===== src/include/soc_macros.svh =====
`ifndef SOC_MACROS_SVH
`define SOC_MACROS_SVH

// address map seen by both masters, each window is base plus size in bytes
`define SOC_BRAM_BASE  32'h0000_0000
`define SOC_BRAM_SIZE  32'h0000_1000

`define SOC_CLINT_BASE 32'h0200_0000
`define SOC_CLINT_SIZE 32'h0001_0000

`define SOC_PRINT_BASE 32'h1000_0000
`define SOC_PRINT_SIZE 32'h0000_1000

// 4 KiB of 32-bit words
`define SOC_BRAM_WORDS 1024

// CLINT register offsets inside its window
`define CLINT_MSIP        32'h0000_0000
`define CLINT_MTIMECMP_LO 32'h0000_4000
`define CLINT_MTIMECMP_HI 32'h0000_4004
`define CLINT_MTIME_LO    32'h0000_BFF8
`define CLINT_MTIME_HI    32'h0000_BFFC

`endif


===== src/verilog/soc_bus_pkg.sv =====
`default_nettype none

package soc_bus_pkg;

  // one request on a master or slave port, valid is a single-cycle strobe
  typedef struct packed {
    logic        valid;
    logic        instr;  // set by the instruction fetch port
    logic [31:0] addr;
    logic [31:0] wdata;
    logic [3:0]  wstrb;  // zero means a read
  } mem_req_t;

  // ready comes exactly one cycle after the matching valid
  typedef struct packed {
    logic        ready;
    logic [31:0] rdata;
  } mem_rsp_t;

endpackage

`default_nettype wire


===== src/verilog/soc_periph_pkg.sv =====
`default_nettype none

package soc_periph_pkg;

  typedef struct packed {
    logic [31:0] hi;
    logic [31:0] lo;
  } clint_half_t;

  // the timer counts as one 64-bit value but the bus reaches it one half at a time
  typedef union packed {
    logic [63:0] count;
    clint_half_t half;
  } clint_time_t;

  // character stream towards the console
  typedef struct packed {
    logic       valid;
    logic [7:0] char;
  } print_out_t;

endpackage

`default_nettype wire


===== src/verilog/soc_print.sv =====
`default_nettype none
`timescale 1ns/100ps

module soc_print import soc_bus_pkg::*, soc_periph_pkg::*; (
  input  wire logic clk,
  input  wire logic rst,
  input  mem_req_t  req_i,
  output mem_rsp_t  rsp_o,
  output print_out_t print_o
);

  logic ready_q;
  logic valid_q;
  logic [7:0] char_q;
  logic emit;

  assign emit = req_i.valid && (req_i.addr == 32'h0) && req_i.wstrb[0];

  always_ff @(posedge clk) begin
    if (!rst) begin
      ready_q <= 1'b0;
      valid_q <= 1'b0;
    end else begin
      ready_q <= req_i.valid;
      valid_q <= emit;  // one strobe per character
    end
  end

  always_ff @(posedge clk) begin
    if (emit) char_q <= req_i.wdata[7:0];
  end

  assign rsp_o = '{ready: ready_q, rdata: 32'h0};  // nothing readable here
  assign print_o = '{valid: valid_q, char: char_q};

endmodule

`default_nettype wire


===== config.mk =====
export PLATFORM = sky130hd
export DESIGN_NAME = soc_print
export DESIGN_NICKNAME = d
export VERILOG_FILES = /design/src/include/soc_macros.svh /design/src/verilog/soc_bus_pkg.sv /design/src/verilog/soc_periph_pkg.sv /design/src/verilog/soc_print.sv
export SDC_FILE = /design/constraint.sdc
export NUM_CORES = 1
export LEC_CHECK = 0
export ABC_AREA = 1
export ABC_CLOCK_PERIOD_IN_PS = 1400
export BUFFER_PORTS_ARGS = -buffer_cell sky130_fd_sc_hd__buf_2
export CAP_MARGIN = 20
export CORE_MARGIN = 4
export CORE_UTILIZATION = 26
export CTS_BUF_LIST = sky130_fd_sc_hd__clkbuf_4 sky130_fd_sc_hd__clkbuf_8
export DETAILED_ROUTE_END_ITERATION = 8
export GPL_TIMING_DRIVEN = 1
export PLACE_DENSITY = 0.79
export SLEW_MARGIN = 30
export SYNTH_ARGS = -nofsm -noshare
export SYNTH_HDL_FRONTEND = slang
export SYNTH_SLANG_ARGS = --single-unit

===== constraint.sdc =====
create_clock -name clk -period 1.4 [get_ports clk]
set_clock_uncertainty 0.05 [all_clocks]
set_input_delay 0.21 -clock clk [delete_from_list [all_inputs] [get_ports clk]]
set_output_delay 0.21 -clock clk [all_outputs]
set_load 0.01 [all_outputs]

**Word level (Yosys, flattened, before mapping)**

Index checks and enable logic that the tools add are counted.

- Reductions and logical operators: 3

Operator list:

| kind | number |
|---|---|
| zero test 32 bit | 1 |
| logical AND 1 bit | 2 |

- Register bits: 10
- Input port bits: 72
- Output and inout bits: 42

**Logic depth before layout (Yosys ltp)**

- Depth in word-level cells: 3
- Depth in mapped cells: 5
- Mapped depth without buffers: 5

**Worst setup path after synthesis**

Ideal clock, no wire load.

- Path kind: input to register
- Start point: input port req_i[41] (netlist name)
- End point: register char_q[0] (enable)
- Setup time: 0.370 ns
- Arrival time: 0.996 ns
- Setup slack: -0.016 ns
- Stages on the path: 4
- Buffers on the path: 0
- Cell sequence: or2_0 > nor2_1 > nand3_1 > nor2_1

- Cells in the longest elaborated chain, start to end: 3

RTL lines:

| element | RTL line | text |
|---|---|---|
| from (decl) | soc_print.sv:7 | `input mem_req_t req_i,` |
| zero test 32 bit | soc_print.sv:17 | `assign emit = req_i.valid && (req_i.addr == 32'h0) && req_i.wstrb[0];` |
| logical AND 1 bit (2 in series) | soc_print.sv:17 |  |
| via emit | soc_print.sv:15 | `logic emit;` |
| to (signal assigned) | soc_print.sv:30 | `if (emit) char_q <= req_i.wdata[7:0];` |
| to (decl) | soc_print.sv:14 | `logic [7:0] char_q;` |

The timed path passes the listed nets, and every way through them passes these cells.
A chain may end at the register's enable or synchronous reset.

**Worst setup path in the final report**

- Start point: input port req_i[41] (netlist name)
- End point: register char_q[6] (enable)

Same word-level chain as after synthesis.

==> key figures <==
STA
  – Tmin final: 1.06 ns
  – Final hold violations: 0
  – Total count of max-transition violations in the final report: 0
  – Setup repair after global routing missed its margin: false
  – Post-route fraction of the period consumed by the critical path: 0.760
  – Fmax: 940 MHz
  – Setup violators final: 0
  – Final sum of negative setup slack: 0 ns
  – Worst Hold Slack: 0.0732 ns
  – Worst setup slack after layout: 0.336 ns

CTS
  – Maximum clock path buffer count: 2
  – Clk pin slew, worst setup/hold paths: 0.06 ns
  – Number of clock sinks: 10
  – Clock tree from TritonCTS: built
  – Total clock buffers created by CTS: 3
  – Post-CTS Setup Repair Bufs: 0
  – Resize count post-CTS: 0
  – Root Buffer: clkbuf_4
  – Hold_buf cts: 0
  – H-tree depth: 1

Synthesis
  – Synth top area cells: buf_4 37%, edfxtp_1 35%, nor2_1 9.8%
  – Top cell type by total area after synthesis: buf_4
  – Fraction of the yosys area taken by sequential cells: 0.407
  – Netlist area before placement: 689 µm²
  – Post-synthesis register bit count: 10
  – Number of warnings reported in the yosys synthesis log: 0
  – Gate count after technology mapping: 80
  – Post-Synthesis Mean Instance Area: 8.62 µm²
  – Post-synth top area share: 0.370
  – Synth cell types: 12

Route
  – Post-DR vias/cell: 3.55
  – Routed Wire Length: 1.48 mm
  – Number of iterations in the first detailed-routing pass: 4
  – Post-route ant nets: 0
  – Vias after detailed routing: 590
  – Detail-routed net length per standard cell: 8.89 µm
  – Initial DRC count: 16
  – Final routed DRC violation total: 0

Power
  – Leakage power: 0.485 nW
  – Peak supply drop: 351 µV
  – Power per standard cell area: 704 nW/µm²

Floorplan
  – Placement Rows: 18
  – Effective utilization at floorplan: 0.276
  – Die Footprint: 3540 µm²
  – Core region area: 2500 µm²
  – I/O pins: 114
  – Die H: 59.5 µm
  – Die W: 59.5 µm

Layout
  – Antenna Cells: 0
  – Number of nets in the layout: 209
  – Ratio of cells with drive above 1 in the final layout: 0.456
  – Filler cell count: 272
  – Sequential cell area in the final layout: 280 µm²
  – Area growth from synthesis to layout: 30.1%
  – Footprint of the multi-input gates: 265 µm²

Worst setup path
  – Required time of the critical path: 1.32 ns
  – Worst setup EP type: flop
  – CP Class: in -> reg
  – Critical Path AT: 0.98 ns
  – Maximum fanout count along the critical path: 8
  – Kind of start point of the critical path: primary input

Place
  – Post-detailed-placement half-perimeter wirelength: 1.40 mm
  – Final weighted congestion in routability-driven placement: 0.622
  – Count of port buffers added during placement: 53
  – Post-Place Setup Slack: 0.0463 ns

Min path
  – Count of cells along the worst hold path: 1
  – Class of the most critical hold timing path: in -> reg

GRT
  – Initial antenna violation count: 0
  – Vias in the first global route: 526
  – Largest net degree at the start of global routing: 9
  – Tot GR Track Use: 0.0711
  – Wire length of the first global-routing pass: 1.95 mm
  – Total congestion overflow: 0

Job
  – Max-cap violations: 0

Status
  – Result of the run: complete, no violations
[cell usage after synthesis (all sizes together)]
library cell,number
dfxtp,2
buf,34
nand2,8
conb,1
inv,2
nor3,1
nand3,2
nor2,20
or2,1
and2,1
edfxtp,8
[worst paths after layout]
path | slack (ns) | end | start
max | 0.34 | char_q[6] | req_i[41]
min | 0.07 | char_q[4] | req_i[8]
[cells in the final DEF (no fill, tap or decap), drive strengths merged]
cell type	netlist	routed
nor3	1	1
inv	2	2
or2	1	1
clkbuf	0	3
nand2	8	8
nor2	20	20
and2	1	1
conb	1	32
buf	34	55
clkinv	0	1
dfxtp	2	2
edfxtp	8	8
nand3	2	2
[through the flow]
step	total power [W]	utilization	instance area [µm²]	cells
2_1_floorplan	0.000451	-	808	111
3_3_place_gp	0.000441	0.348	871	162
3_5_place_dp	0.000444	0.348	871	162
4_1_cts	0.000642	0.359	897	166
5_1_grt	0.000669	0.359	897	166
6_report	0.000631	0.359	897	166
[flip-flops by register name (all words and copies together) (netlist names)]
register	flops
ready_q	1
char_q	8
valid_q	1
[metal layers]
metal | routed length, µm | track usage | vias to the layer above
met2 | 799 | 0.144 | 48
met3 | 260 | 0.00436 | 0
met1 | 415 | 0.0700 | 249
met4 | 0 | 0.0380 | 0
met5 | 0 | 0 | -
li1 | - | - | 293
[final cells by class]
type	instances	area share
Tap cell	30	0.0418
Inverter	2	0.00837
Timing Repair Buffer	55	0.312
Sequential cell	10	0.312
Clock buffer	3	0.0251
Multi-Input combinational cell	65	0.296
Clock inverter	1	0.00418
[power by group]
group / switching, W / internal, W / leakage [nW]
sequential: 0.000000398 / 0.000322 / 0.0883
clock: 0.0000894 / 0.000103 / 0.0154
combinational: 0.0000670 / 0.0000504 / 0.381
total: 0.000157 / 0.000475 / 0.485
[cell families (layout without fill, tap and decap cells)]
kind of cell,Yosys count,in the layout,synth area share
flip-flops,10,10,0.407
buffers and inverters,36,61,0.381
other,1,32,0.00544
AND/OR/NAND/NOR,33,33,0.207
[worst max-delay path, stage by stage]
cell	delay, ns
buf_2	0.09
or2_0	0.20
nor2_1	0.10
nand3_1	0.11
nor2_2	0.09
buf_4	0.17
Note: power is estimated with default switching activity, not from simulation.
