==> config.mk <==
export PLATFORM = sky130hd
export DESIGN_NAME = soc_clint
export DESIGN_NICKNAME = d
export VERILOG_FILES = /design/src/verilog/soc_bus_pkg.sv /design/src/verilog/soc_periph_pkg.sv /design/src/verilog/soc_clint.sv
export VERILOG_INCLUDE_DIRS = /design/src /design/src/include
export SDC_FILE = /design/constraint.sdc
export NUM_CORES = 1
export LEC_CHECK = 0
export ABC_AREA = 1
export ABC_CLOCK_PERIOD_IN_PS = 2800
export BUFFER_PORTS_ARGS = -buffer_cell sky130_fd_sc_hd__buf_2
export CAP_MARGIN = 0
export CORE_MARGIN = 2
export CORE_UTILIZATION = 29
export DETAILED_ROUTE_END_ITERATION = 10
export PLACE_DENSITY = 0.5
export SYNTH_ARGS = -nofsm -noshare
export SYNTH_HDL_FRONTEND = slang
export SYNTH_SLANG_ARGS = --single-unit
==> constraint.sdc <==
create_clock -name clk -period 2.8 [get_ports clk]
set_clock_uncertainty 0.15 [all_clocks]
set_input_delay 0.7 -clock clk [delete_from_list [all_inputs] [get_ports clk]]
set_output_delay 0.7 -clock clk [all_outputs]
set_load 0.02 [all_outputs]
==> src/include/soc_macros.svh <==
`ifndef SOC_MACROS_SVH
`define SOC_MACROS_SVH

// address map seen by both masters, each window is base plus size in bytes
`define SOC_BRAM_BASE  32'h0000_0000
`define SOC_BRAM_SIZE  32'h0000_1000

`define SOC_CLINT_BASE 32'h0200_0000
`define SOC_CLINT_SIZE 32'h0001_0000

`define SOC_PRINT_BASE 32'h1000_0000
`define SOC_PRINT_SIZE 32'h0000_1000

// 4 KiB of 32-bit words
`define SOC_BRAM_WORDS 1024

// CLINT register offsets inside its window
`define CLINT_MSIP        32'h0000_0000
`define CLINT_MTIMECMP_LO 32'h0000_4000
`define CLINT_MTIMECMP_HI 32'h0000_4004
`define CLINT_MTIME_LO    32'h0000_BFF8
`define CLINT_MTIME_HI    32'h0000_BFFC

`endif

==> src/verilog/soc_bus_pkg.sv <==
`default_nettype none

package soc_bus_pkg;

  // one request on a master or slave port, valid is a single-cycle strobe
  typedef struct packed {
    logic        valid;
    logic        instr;  // set by the instruction fetch port
    logic [31:0] addr;
    logic [31:0] wdata;
    logic [3:0]  wstrb;  // zero means a read
  } mem_req_t;

  // ready comes exactly one cycle after the matching valid
  typedef struct packed {
    logic        ready;
    logic [31:0] rdata;
  } mem_rsp_t;

endpackage

`default_nettype wire

==> src/verilog/soc_periph_pkg.sv <==
`default_nettype none

package soc_periph_pkg;

  typedef struct packed {
    logic [31:0] hi;
    logic [31:0] lo;
  } clint_half_t;

  // the timer counts as one 64-bit value but the bus reaches it one half at a time
  typedef union packed {
    logic [63:0] count;
    clint_half_t half;
  } clint_time_t;

  // character stream towards the console
  typedef struct packed {
    logic       valid;
    logic [7:0] char;
  } print_out_t;

endpackage

`default_nettype wire

==> src/verilog/soc_clint.sv <==
`default_nettype none
`timescale 1ns/100ps

`include "soc_macros.svh"

module soc_clint import soc_bus_pkg::*, soc_periph_pkg::*; (
  input  wire logic  clk,
  input  wire logic  rst,
  input  mem_req_t   req_i,
  output mem_rsp_t   rsp_o,
  output logic       msip_o,
  output logic       mtip_o,
  output clint_time_t mtime_o
);

  logic msip_q, msip_d;
  clint_time_t mtimecmp_q, mtimecmp_d;
  clint_time_t mtime_q, mtime_d;
  logic mtip_q;
  logic ready_q;
  logic [31:0] rdata_q, rdata_d;
  logic wr;

  // byte lanes with a clear strobe keep their old value
  function automatic logic [31:0] merge(input logic [31:0] old, input logic [31:0] wdata,
                                       input logic [3:0] wstrb);
    logic [31:0] res;
    res = old;
    for (int b = 0; b < 4; b++) begin
      if (wstrb[b]) res[8*b +: 8] = wdata[8*b +: 8];
    end
    return res;
  endfunction

  always_comb begin
    wr = req_i.valid && (req_i.wstrb != 4'h0);
    msip_d = msip_q;
    mtimecmp_d = mtimecmp_q;
    mtime_d.count = mtime_q.count + 64'd1;  // a write below overrides one half
    if (wr) begin
      case (req_i.addr)
        `CLINT_MSIP: begin
          if (req_i.wstrb[0]) msip_d = req_i.wdata[0];
        end
        `CLINT_MTIMECMP_LO: mtimecmp_d.half.lo = merge(mtimecmp_q.half.lo, req_i.wdata, req_i.wstrb);
        `CLINT_MTIMECMP_HI: mtimecmp_d.half.hi = merge(mtimecmp_q.half.hi, req_i.wdata, req_i.wstrb);
        `CLINT_MTIME_LO: mtime_d.half.lo = merge(mtime_q.half.lo, req_i.wdata, req_i.wstrb);
        `CLINT_MTIME_HI: mtime_d.half.hi = merge(mtime_q.half.hi, req_i.wdata, req_i.wstrb);
        default: ;
      endcase
    end
    case (req_i.addr)
      `CLINT_MSIP:        rdata_d = {31'h0, msip_q};
      `CLINT_MTIMECMP_LO: rdata_d = mtimecmp_q.half.lo;
      `CLINT_MTIMECMP_HI: rdata_d = mtimecmp_q.half.hi;
      `CLINT_MTIME_LO:    rdata_d = mtime_q.half.lo;
      `CLINT_MTIME_HI:    rdata_d = mtime_q.half.hi;
      default:            rdata_d = 32'h0;
    endcase
  end

  always_ff @(posedge clk) begin
    if (!rst) begin
      msip_q <= 1'b0;
      mtimecmp_q <= '1;  // no timer interrupt until software sets a compare value
      mtime_q <= '0;
      mtip_q <= 1'b0;
      ready_q <= 1'b0;
    end else begin
      msip_q <= msip_d;
      mtimecmp_q <= mtimecmp_d;
      mtime_q <= mtime_d;
      mtip_q <= mtime_q.count >= mtimecmp_q.count;
      ready_q <= req_i.valid;
    end
  end

  always_ff @(posedge clk) begin
    if (req_i.valid) rdata_q <= rdata_d;
  end

  assign rsp_o = '{ready: ready_q, rdata: rdata_q};
  assign msip_o = msip_q;
  assign mtip_o = mtip_q;
  assign mtime_o = mtime_q;

endmodule

`default_nettype wire

Word level (Yosys, flattened, before mapping)
Index checks and enable logic that the tools add are counted.
Operators by class
  muxes and demuxes: 8
  equal/unequal tests: 12
  order comparisons: 1
  $add $sub $neg: 1
  reductions and logical operators: 12
Operators by type and width (number)
  32-bit case mux with 5 select lines: 1
  64-bit by 1-bit adder with 64-bit output, second input constant: 1
  32-bit by 15-bit == test with 1-bit output, second input constant: 2
  32-bit by 16-bit == test with 1-bit output, second input constant: 2
  64-bit >= comparator: 1
  32-bit 2-to-1 mux: 2
  64-bit 2-to-1 mux: 1
  32-bit zero test: 1
  8-bit 2-to-1 mux: 4
  3-bit AND reduction: 9
  3-bit != test, second input constant: 8
  4-bit nonzero test: 1
  1-bit logical AND: 1
Word-level totals
  word-level logic and storage cells: 54
  flip-flop bits (word level): 163
  input bits: 72

Longest topological paths before layout
  depth in word-level cells: 3
  depth in mapped cells: 15
  mapped depth without buffers: 15

Worst setup path before layout
No wires, ideal clock.
  path type: input -> register
  start: input req_i[67] (netlist name)
  end: register rdata_q[11], data pin
  setup slack: 0.558 ns
  data arrival time: 1.822 ns
  stages: 9
  path through: nor2_1 > nand2_1 > nor2_1 > nand2_2 > nor3_2 > nand2_1 > clkinv_1 > nor3_2 > nor2_1
On the way
  cells in the longest elaborated chain, start to end: 2
  elaborated cells between the ends (all ways): 6
  classes of those cells: eq/ne (4); mux (1); reduce/logical (1)
Ends and longest elaborated chain
  from (decl): RTL line soc_clint.sv:9  | input mem_req_t req_i,
  32-bit by 16-bit == test with 1-bit output, or another cell as far along: RTL line soc_clint.sv:52  | case (req_i.addr)
  32-bit case mux with 5 select lines (*): RTL line soc_clint.sv:52
  via rdata_d[11]: RTL line soc_clint.sv:21  | logic [31:0] rdata_q, rdata_d;
  to (signal assigned): RTL line soc_clint.sv:79  | if (req_i.valid) rdata_q <= rdata_d;
  to (decl): RTL line soc_clint.sv:21
The timed path passes the listed nets; every way through them passes the cells marked *.
A chain may end at the register's enable or synchronous reset.

Worst setup path after layout
  start: register mtime_q, in the netlist mtime_o[15]
  end: register mtime_q, in the netlist mtime_o[41]
On the way
  cells in the longest elaborated chain, start to end: 3
Ends and longest elaborated chain
  from (decl): RTL line soc_clint.sv:18  | clint_time_t mtime_q, mtime_d;
  from (signal assigned): RTL line soc_clint.sv:72  | mtime_q <= mtime_d;
  64-bit by 1-bit adder with 64-bit output (*): RTL line soc_clint.sv:39  | mtime_d.count = mtime_q.count + 64'd1;
  32-bit 2-to-1 mux: RTL line soc_clint.sv:41  | case (req_i.addr)
  64-bit 2-to-1 mux (*): RTL line soc_clint.sv:40  | if (wr) begin
Every way passes the cells marked *; elsewhere a longest branch is shown, timed or not.

==> flow_summary.ini <==
[timing]
finalCritPeriodShare_pct = 92.33
fmaxAchievable_ghz = 0.3868
setup_tns_ns = 0
finalCriticalPeriod_ns = 2.585
drv_slew = 0
maxSlewHeadroom_pct = 28.18
rsz0062_at_grt = no
whs_ns = 0.3105
hold_viol_final = 0
worstMarginPinSlew_ns = 1.073
setup_viol = 0

[worst_setup_path]
arrival_ns = 2.81
critPathMaxFanout = 7
cp-start-kind = register
reg2reg_from = mtime_o[15]$_SDFFE_PN0P_
startpoint = mtime_o[15]$_SDFFE_PN0P_
critPathKind = register to register
cp.required_ns = 3.03
end_kind = register

[cts]
root_buffer = clkbuf_16
cts_buffers = 17
cts_tree = built
clock_sinks = 163
clk_latency_ns = 0.44
cts_setup_buffers = 0
clk_pin_slew_worst_paths_ns = 0.07
clockBufferDepth = 2
postCtsHoldBufs = 0
ctsResizeCount = 0
htreeDepth = 4

[place]
gp_congestion = 0.9283
place_hpwl_mm = 38.42
io_buffers = 169

[final_layout]
nNetsFinal = 2191
num-fill-cells = 4349
antenna_cells = 0
post-route-util_pct = 35.86
area_growth_pct = 22.65
drive_gt1_share_pct = 16.01

[power_and_ir_drop]
p_leak_nw = 7.425
powerDensity_nw_per_um2 = 377.1
ir_worst_vdd_mv = 0.3372

[logic_synthesis]
synth_top_area_share_pct = 22.68
synthCells = 1842
yosysMostFrequentCell = nand2_1
synth_top_area_cell = dfxtp_1
avgSynthCellArea_um2 = 6.277
synthArstFlopShare_pct = 0
syn_area_um2 = 11560
yosys-top-cells-count = nand2_1, inv_1, nand3_1
ys_top_cells_by_area = dfxtp_1, nand2_1, nand3_1
ys_seq_elements = 163
synthDistinctLibCells = 40
synth-seq-area-share_pct = 30.99
ys.flop_type = dfxtp_1
synth_nets = 1979
ys_warn_count = 0
synth_edf_count = 32

[floorplanning]
die_w_um = 203.7
num_rows = 73
ios = 171
initial_core_util_pct = 29.24
die_h_um = 203.7
coreArea_um2 = 39550
dieArea_um2 = 41480

[routing]
routed_wirelength_mm = 48.76
routedWlPerCell_um = 18.81
post-route-drc-count = 0
ant_nets = 0
routed_via_density = 4.935
dr.pass1.iters = 5
dr_total_vias = 12790
drtIter0Drc = 1089

[grt]
antenna_found_initial = 0
grt_pass1_vias = 12060
overflow = 0
grt_start_max_net_pins = 57
grt_first_pass_wirelength_mm = 73.91
grt_usage_pct = 23.57

[flow_run]
maxCapViolCount = 0

[outcome]
status = completed

[hold_path]
worstHoldStart = mtimecmp_q[43]$_SDFFE_PN1P_
hold_class = register to register
==> cells by family after synthesis <==
family          share of synthesized area [%]
compound gates                          5.844
simple gates                            43.30
xor+xnor                                2.197
buf+inv                                 10.64
fa+ha+maj                               7.034
flops                                   30.99
==> metal layers <==
metal,track usage (%),share of wire [%],wire length [µm]
met1,30.97,44,21560
met2,40.05,48,23280
met3,2.844,5.1,2499
met4,7.612,2.9,1421
met5,0,0,0
==> per-stage QoR <==
step                      cell area, µm²  setup slack [ns]  power, mW  instances
after floorplan                    11560            0.5585      2.620       1842
after global placement             13540            0.1515      2.800       2560
after detailed placement           13540            0.1263      2.800       2560
after CTS                          14180            0.3258      5.395       2592
after global routing               14180            0.1201      5.517       2592
final                              14180            0.2146      5.348       2592
==> final timing paths <==
| check | endpoint | slack [ns] | cells past startpoint |
|---|---|---|---|
| worst max-delay path | mtime_o[41]$_SDFFE_PN0P_ | 0.21 | 10 |
| worst min-delay path | mtimecmp_q[43]$_SDFFE_PN1P_ | 0.31 | 2 |
| worst min register to register | mtimecmp_q[43]$_SDFFE_PN1P_ | 0.31 | 2 |
| worst max register to register | mtime_o[41]$_SDFFE_PN0P_ | 0.21 | 10 |
==> critical path, cell delays in order (launching register included) <==
cell and delay [ns]:
dfxtp_1 0.63, nand2_1 0.19, nor2_1 0.30, nand2_1 0.13
nor2_1 0.15, nand2_1 0.25, nor2_2 0.30, nand2_1 0.08
a21oi_1 0.21, nor2_1 0.06, nor2_1 0.08
==> cells in the final DEF, fill, tap and decap left out, types with 3 or more instances in the layout <==
master / n
a21oi_1: 52
and2_1: 4
buf_12: 12
buf_2: 168
buf_4: 75
clkbuf_16: 19
clkbuf_8: 4
dfxtp_1: 131
edfxtp_1: 32
ha_1: 65
inv_1: 227
inv_2: 10
nand2_1: 621
nand2_2: 6
nand3_1: 223
nand3_2: 3
nand3b_1: 5
nand4_1: 62
nor2_1: 195
nor2_2: 11
nor2_4: 4
nor3_1: 19
nor3_2: 4
o211ai_1: 15
o21ai_0: 35
o21ai_1: 6
o21bai_1: 8
xnor2_1: 17
xor2_1: 12
==> power by group <==
group	internal [mW]	switching, mW	total (mW)	leakage (nW)
logic	0.0931	0.236	0.330	5.73
registers	2.41	0.0110	2.42	1.38
clock network	1.53	1.07	2.60	0.310
==> registers in the layout, indices dropped and copies added (netlist names) <==
register	count
ready_q	1
msip_o	1
mtimecmp_q	64
mtime_o	64
rdata_q	32
mtip_o	1
==> layout make-up <==
| type | instances | area, µm² | share of cell area (%) |
|---|---|---|---|
| Multi-Input combinational cell | 1377 | 6749 | 47.59 |
| Sequential cell | 163 | 3583 | 25.27 |
| Timing Repair Buffer | 255 | 1644 | 11.59 |
| Inverter | 240 | 903.4 | 6.370 |
| Tap cell | 525 | 656.9 | 4.632 |
| Clock buffer | 24 | 534.3 | 3.767 |
| Clock inverter | 8 | 110.1 | 0.7764 |
(Power assumes the default switching activity.)
