<file path="config.mk">
export PLATFORM = sky130hd
export DESIGN_NAME = soc_interconnect
export DESIGN_NICKNAME = d
export VERILOG_FILES = /design/src/verilog/soc_bus_pkg.sv /design/src/verilog/soc_interconnect.sv
export VERILOG_INCLUDE_DIRS = /design/src /design/src/include
export SDC_FILE = /design/constraint.sdc
export NUM_CORES = 1
export LEC_CHECK = 0
export ABC_CLOCK_PERIOD_IN_PS = 5900
export BUFFER_PORTS_ARGS = -buffer_cell sky130_fd_sc_hd__buf_2
export CORE_AREA = 2 2 200 202
export DETAILED_ROUTE_END_ITERATION = 10
export DIE_AREA = 0 0 202 204
export PLACE_DENSITY_LB_ADDON = 0.2
export SLEW_MARGIN = 25
export SYNTH_ARGS = -nofsm -noshare
export SYNTH_HDL_FRONTEND = slang
export SYNTH_SLANG_ARGS = --single-unit
</file>
<file path="constraint.sdc">
create_clock -name clk -period 5.9 [get_ports clk]
set_input_delay 0.295 -clock clk [delete_from_list [all_inputs] [get_ports clk]]
set_output_delay 0.295 -clock clk [all_outputs]
set_load 0.02 [all_outputs]
</file>
<file path="src/include/soc_macros.svh">
`ifndef SOC_MACROS_SVH
`define SOC_MACROS_SVH

// address map seen by both masters, each window is base plus size in bytes
`define SOC_BRAM_BASE  32'h0000_0000
`define SOC_BRAM_SIZE  32'h0000_1000

`define SOC_CLINT_BASE 32'h0200_0000
`define SOC_CLINT_SIZE 32'h0001_0000

`define SOC_PRINT_BASE 32'h1000_0000
`define SOC_PRINT_SIZE 32'h0000_1000

// 4 KiB of 32-bit words
`define SOC_BRAM_WORDS 1024

// CLINT register offsets inside its window
`define CLINT_MSIP        32'h0000_0000
`define CLINT_MTIMECMP_LO 32'h0000_4000
`define CLINT_MTIMECMP_HI 32'h0000_4004
`define CLINT_MTIME_LO    32'h0000_BFF8
`define CLINT_MTIME_HI    32'h0000_BFFC

`endif

</file>
<file path="src/verilog/soc_bus_pkg.sv">
`default_nettype none

package soc_bus_pkg;

  // one request on a master or slave port, valid is a single-cycle strobe
  typedef struct packed {
    logic        valid;
    logic        instr;  // set by the instruction fetch port
    logic [31:0] addr;
    logic [31:0] wdata;
    logic [3:0]  wstrb;  // zero means a read
  } mem_req_t;

  // ready comes exactly one cycle after the matching valid
  typedef struct packed {
    logic        ready;
    logic [31:0] rdata;
  } mem_rsp_t;

endpackage

`default_nettype wire

</file>
<file path="src/verilog/soc_interconnect.sv">
`default_nettype none
`timescale 1ns/100ps

`include "soc_macros.svh"

module soc_interconnect import soc_bus_pkg::*; (
  input  wire logic clk,
  input  wire logic rst,
  input  mem_req_t  imem_req_i,
  input  mem_req_t  dmem_req_i,
  output mem_rsp_t  imem_rsp_o,
  output mem_rsp_t  dmem_rsp_o,
  output mem_req_t  bram_req_o,
  output mem_req_t  print_req_o,
  output mem_req_t  clint_req_o,
  input  mem_rsp_t  bram_rsp_i,
  input  mem_rsp_t  print_rsp_i,
  input  mem_rsp_t  clint_rsp_i
);

  localparam int N_SLV     = 3;
  localparam int SLV_BRAM  = 0;
  localparam int SLV_PRINT = 1;
  localparam int SLV_CLINT = 2;

  localparam logic [31:0] SLV_BASE [N_SLV] = '{`SOC_BRAM_BASE, `SOC_PRINT_BASE, `SOC_CLINT_BASE};
  localparam logic [31:0] SLV_SIZE [N_SLV] = '{`SOC_BRAM_SIZE, `SOC_PRINT_SIZE, `SOC_CLINT_SIZE};

  mem_req_t ireq;  // instruction candidate, either the parked one or a fresh fetch
  mem_req_t hold_q;
  logic hold_vld_q;
  logic [N_SLV-1:0] isel;
  logic [N_SLV-1:0] dsel;
  logic [N_SLV-1:0] igrant;
  logic collide;
  logic [N_SLV-1:0] owner_q;  // 1 when the slave is answering the instruction port
  logic unmap_i_q;
  logic unmap_d_q;
  mem_req_t slv_req [N_SLV];
  mem_rsp_t slv_rsp [N_SLV];

  // offset wraps below the base, so one unsigned compare covers both bounds
  function automatic logic [N_SLV-1:0] decode(input mem_req_t req);
    logic [N_SLV-1:0] sel;
    for (int s = 0; s < N_SLV; s++) begin
      sel[s] = req.valid && ((req.addr - SLV_BASE[s]) < SLV_SIZE[s]);
    end
    return sel;
  endfunction

  always_comb begin
    ireq = hold_vld_q ? hold_q : imem_req_i;
    isel = decode(ireq);
    dsel = decode(dmem_req_i);
    igrant = isel & ~dsel;  // data side always wins a shared slave
    collide = |(isel & dsel);
    for (int s = 0; s < N_SLV; s++) begin
      slv_req[s] = dsel[s] ? dmem_req_i : ireq;
      slv_req[s].valid = dsel[s] | igrant[s];
      slv_req[s].addr = slv_req[s].addr - SLV_BASE[s];
    end
  end

  assign bram_req_o  = slv_req[SLV_BRAM];
  assign print_req_o = slv_req[SLV_PRINT];
  assign clint_req_o = slv_req[SLV_CLINT];

  assign slv_rsp[SLV_BRAM]  = bram_rsp_i;
  assign slv_rsp[SLV_PRINT] = print_rsp_i;
  assign slv_rsp[SLV_CLINT] = clint_rsp_i;

  // steer each answer to whoever the slave took the request from
  always_comb begin
    imem_rsp_o = '0;
    dmem_rsp_o = '0;
    for (int s = 0; s < N_SLV; s++) begin
      if (slv_rsp[s].ready) begin
        if (owner_q[s]) begin
          imem_rsp_o = slv_rsp[s];
        end else begin
          dmem_rsp_o = slv_rsp[s];
        end
      end
    end
    if (unmap_i_q) imem_rsp_o.ready = 1'b1;  // rdata stays zero
    if (unmap_d_q) dmem_rsp_o.ready = 1'b1;
  end

  always_ff @(posedge clk) begin
    if (!rst) begin
      hold_vld_q <= 1'b0;
      owner_q <= '0;
      unmap_i_q <= 1'b0;
      unmap_d_q <= 1'b0;
    end else begin
      hold_vld_q <= collide;  // a parked fetch that loses again just stays parked
      for (int s = 0; s < N_SLV; s++) begin
        if (slv_req[s].valid) owner_q[s] <= igrant[s];
      end
      unmap_i_q <= ireq.valid && (isel == '0);
      unmap_d_q <= dmem_req_i.valid && (dsel == '0);
    end
  end

  always_ff @(posedge clk) begin
    if (collide) hold_q <= ireq;
  end

endmodule

`default_nettype wire

</file>
Word-level counts from Yosys, hierarchy flattened:

Cells that the tools add are included.

* $add $sub $neg: 6
* $lt $le $gt $ge: 6
* muxes and demuxes: 18
* bitwise gates (word level): 6
* reduce and logical (&&, ||, !) cells: 11

Operator list (number)
* 2-to-1 mux 33 bit: 12
* 2-to-1 mux 69 bit: 3
* less-than comparator 32 x 13 -> 1 bit, second input constant: 4
* subtractor 32 x 26 -> 32 bit, second input constant: 3
* subtractor 32 x 29 -> 32 bit, second input constant: 3
* 2-to-1 mux 70 bit: 1
* less-than comparator 32 x 17 -> 1 bit, second input constant: 2
* logical AND 1 bit: 8
* AND 3 bit: 2
* logical NOT 3 bit: 2
* NOT 3 bit: 1
* OR 1 bit: 3
* OR reduction 3 bit: 1
* 2-to-1 mux 1 bit: 2

* register bits after elaboration: 76
* input bits: 241
* word-level logic and storage cells: 58

Logic depth before layout (Yosys ltp):

* depth after elaboration: 7
* mapped depth: 13
* depth with buffers taken out: 11

Worst setup path after synthesis:

OpenSTA, ideal clock, no wires.

* path kind: reg2reg
* start point: register hold_vld_q
* end point: register hold_q[0] (netlist bit) (enable)
* library setup time: 424 ps
* data arrival time: 3209 ps
* required time: 5476 ps
* slack: 2267 ps
* cell stages (with the launch flop): 7
* buffers on the path: 0
* clock period less this slack: 3633 ps
* cell sequence: dfxtp_1 > mux2i_1 > ha_1 > xnor2_1 > a2111oi_1 > a222oi_1 > inv_1

* longest elaborated chain between the ends: 6
* elaborated cells between the ends (all ways): 11
* classes of those cells: add/sub: 2; order compare: 3; mux: 1; bitwise: 1; reduce/logical: 4

Ends and longest elaborated chain
* from (decl): line soc_interconnect.sv:31 `logic hold_vld_q;`
* from (signal assigned): line soc_interconnect.sv:96 `hold_vld_q <= collide;`
* 2-to-1 mux 70 bit *: line soc_interconnect.sv:52 `ireq = hold_vld_q ? hold_q : imem_req_i;`
* subtractor 32 x 29 -> 32 bit or subtractor 32 x 26 -> 32 bit (tied branches): line soc_interconnect.sv:46 `sel[s] = req.valid && ((req.addr - SLV_BASE[s]) < SLV_SIZE[s]);`
* less-than comparator 32 x 13 -> 1 bit or less-than comparator 32 x 17 -> 1 bit (tied branches): line soc_interconnect.sv:46
* logical AND 1 bit: line soc_interconnect.sv:46
* AND 3 bit *: line soc_interconnect.sv:56 `collide = |(isel & dsel);`
* OR reduction 3 bit *: line soc_interconnect.sv:56
* net collide: line soc_interconnect.sv:35 `logic collide;`
* to (signal assigned): line soc_interconnect.sv:106 `if (collide) hold_q <= ireq;`
* to (decl): line soc_interconnect.sv:30 `mem_req_t hold_q;`

The timed path passes the listed nets; every way through them passes the cells marked *.
A chain may end at the register's enable or synchronous reset.

Worst setup path in the final report:

* start point: register hold_vld_q
* end point: register hold_q[69] (netlist bit) (enable)

Same word-level chain as after synthesis.

==> impl_metrics.tcl <==
set metrics [dict create \
    nets 1648 \
    gp_congestion 0.801 \
    drc 0 \
    tns_ps 0 \
    place_inst 1917 \
    fmax_ghz 0.238 \
    synth_largest_area_cell "edfxtp_1" \
    clock_latency_ps 340 \
    yosys-top-cells-area "edfxtp_1 (29%), nor2_1 (16%), mux2_2 (16%), a22oi_1 (6.7%), o21ai_0 (4.7%)" \
    setup-violations-final 0 \
    p_seq_share_pct 35.5 \
    vdd_ir_drop_max_mv 0.128 \
    p_switching_mw 0.547 \
    critical_path.endpoint_type "register" \
    yosysSeqAreaShare_pct 31.1 \
    total_power_mw 1.65 \
    synth_ff_type "edfxtp_1" \
    dr_total_vias 8427 \
    swShare_pct 33.0 \
    skew_ps 11.2 \
    grt_pass1_wl_mm 49.3 \
    leakage_nw 4.74 \
    instances_no_fill 1936 \
    final_design_area_no_fill_mm2 0.0105 \
    relSlewSlack_pct 28.2 \
    worst_slack_ps 1700 \
    reg2regPathDepth 7 \
    worst_r2r_endpoint "hold_q[69]$_DFFE_PP_" \
    critPathKind "register to register" \
    synth_top_cell_area_share_pct 29.4 \
    cts.sinks 76 \
    synth.distinct_cells 45 \
    core_area_mm2 0.0392 \
    pin_count 517 \
    rsz0062_at_grt "no" \
    cts_resized 0 \
    cts_tree "done" \
    hold-worst-slack_ps 241 \
    min_from "dmem_req_i[69]" \
    pre_cts_ws_ps 1650 \
    globalRouteOverflowTotal 0 \
    min_period_ps 4200 \
    min_to "unmap_d_q$_SDFF_PN0_" \
    grtUsageTotal_pct 15.5 \
    period_share_pct 71.2 \
    grt_pass1_vias 8142 \
    wl_met3_mm 2.21 \
    required_ps 5870 \
    outcome "completed" \
    async_flop_share_pct 0 \
    holdPathStages 2 \
    htreeDepth 3 \
    fp.dieH_um 204 \
    cts_root_buf "clkbuf_16" \
    fin_util_pct 26.8 \
    cts_max_path_buffers 2 \
    hold_violations 0 \
    crit_path_start_kind "register" \
    maxCapViolCount 0 \
    ant_nets 0 \
    grt_max_degree 66 \
    syn_avg_cell_area_um2 7.67 \
    placedInstanceArea_mm2 0.0102 \
    timing.rr.start "hold_vld_q$_SDFF_PN0_" \
    initial_core_util_pct 18.2 \
    drt_first_iter_violations 449 \
    synth_edf_count 70 \
    vias_per_cell 4.35 \
    dr.pass1.iters 5 \
    top_layer "met5" \
    r2r_slack_ps 1700 \
    met1Wirelength_mm 14.3 \
    cts_buffers 9 \
    cts_setup_buffers 0 \
    cts_hold_buffers 0 \
    power.density_mw_per_mm2 158 \
    yosys_warnings 0 \
    clkTransAtPathRegs_ps 70 \
    layout-drive-gt1-share_pct 50.6 \
    hpwl_mm 26.2 \
    power_frac_comb_pct 30.5 \
    area_delta_synth_final_pct 46.8 \
    wl_per_cell_um 17.4 \
    die_area_mm2 0.0412 \
    met2_length_mm 16.5 \
    worst_pin_slew_ps 1080 \
    cp_max_fo 40 \
    syn_area_mm2 0.00715 \
    intPower_mw 1.11 \
    maxSlewViolCount 0 \
    routed_wl_mm 33.7 \
    yosys.cell_count.top_type "nor2_1" \
    ys_seq_elements 76 \
    synth_nets 1177 \
    pwr-share-clk_pct 34.0 \
    fp.dieW_um 202 \
    synthCells 932 \
    hold_path.class "input pin to register" \
    yosys-top-cells-count "nor2_1 (309), mux2_2 (99), nand2_1 (72)" \
    antenna_found_initial 6 \
    port-buffer-count 516 \
    cp_data_arrival_time_ps 4170 \
    row_count 73 \
]
## power groups by stage
stage | clock [mW] | sequential [mW] | combinational (mW)
finish | 0.563 | 0.588 | 0.504
detailed placement | 0 | 0.599 | 0.507
global placement | 0 | 0.599 | 0.506
global route | 0.609 | 0.587 | 0.548
CTS | 0.601 | 0.587 | 0.509
floorplan | 0 | 0.599 | 0.268
## placed cells by master, fill, tap and decap left out, types with 4 or more instances in the layout
cell type,count
a22oi_1,64
a21oi_1,6
dfxtp_1,5
edfxtp_1,70
nand4_1,5
xnor2_1,6
clkbuf_16,9
inv_1,26
nor3_1,6
buf_2,516
mux2_2,99
nor3b_1,5
nor2_1,307
o21ai_0,67
nand2_1,72
buf_4,15
mux2i_1,20
nor4_1,6
or2_2,4
nor2_2,50
ha_1,4
## registers in the layout (all words and copies together), names as in the netlist
register    count
hold_q         70
unmap_d_q       1
owner_q         3
unmap_i_q       1
hold_vld_q      1
## cells by family after synthesis
logic type | synth area share (%)
and+or+nand+nor | 29.0
buffers and inverters | 6.43
DFF | 31.1
xor gates and xnor gates | 0.858
AOI/OAI and AO/OA | 13.5
muxes | 18.4
adders and majority gates | 0.700
## area by class of cell
| type | instances | area, um^2 |
|---|---|---|
| fill | 4381 | 28700 |
| multi-input combinational | 758 | 4510 |
| timing repair buffer | 531 | 2700 |
| sequential | 76 | 2230 |
| tap | 525 | 657 |
| clock buffer | 10 | 229 |
| inverter | 27 | 103 |
| clock inverter | 6 | 65.1 |
| antenna | 3 | 7.51 |
## how the worst max path moves through the flow
stage	startpoint	end	slack [ps]	cells after the start
6_report	hold_vld_q$_SDFF_PN0_	hold_q[69]$_DFFE_PP_	1700	7
5_1_grt	hold_vld_q$_SDFF_PN0_	hold_q[69]$_DFFE_PP_	1250	6
4_1_cts	hold_vld_q$_SDFF_PN0_	hold_q[67]$_DFFE_PP_	1640	7
3_5_place_dp	hold_vld_q$_SDFF_PN0_	hold_q[67]$_DFFE_PP_	1650	7
3_3_place_gp	hold_vld_q$_SDFF_PN0_	hold_q[57]$_DFFE_PP_	1800	7
2_1_floorplan	hold_vld_q$_SDFF_PN0_	hold_q[0]$_DFFE_PP_	2270	6
## layer usage
metal  vias up  track usage, %
li1       4151               -
met1      3862            19.3
met2       367            27.0
met3        41            3.56
met4         6            4.02
met5         -               0
## worst max-delay path: stages (launching register included)
cell	delay, ps
dfxtp_4	760
mux2i_1	600
ha_1	270
xnor2_1	80
a2111oi_1	680
a222oi_1	290
clkinv_2	560
buf_4	540
Note: power is estimated with default switching activity, not from simulation.
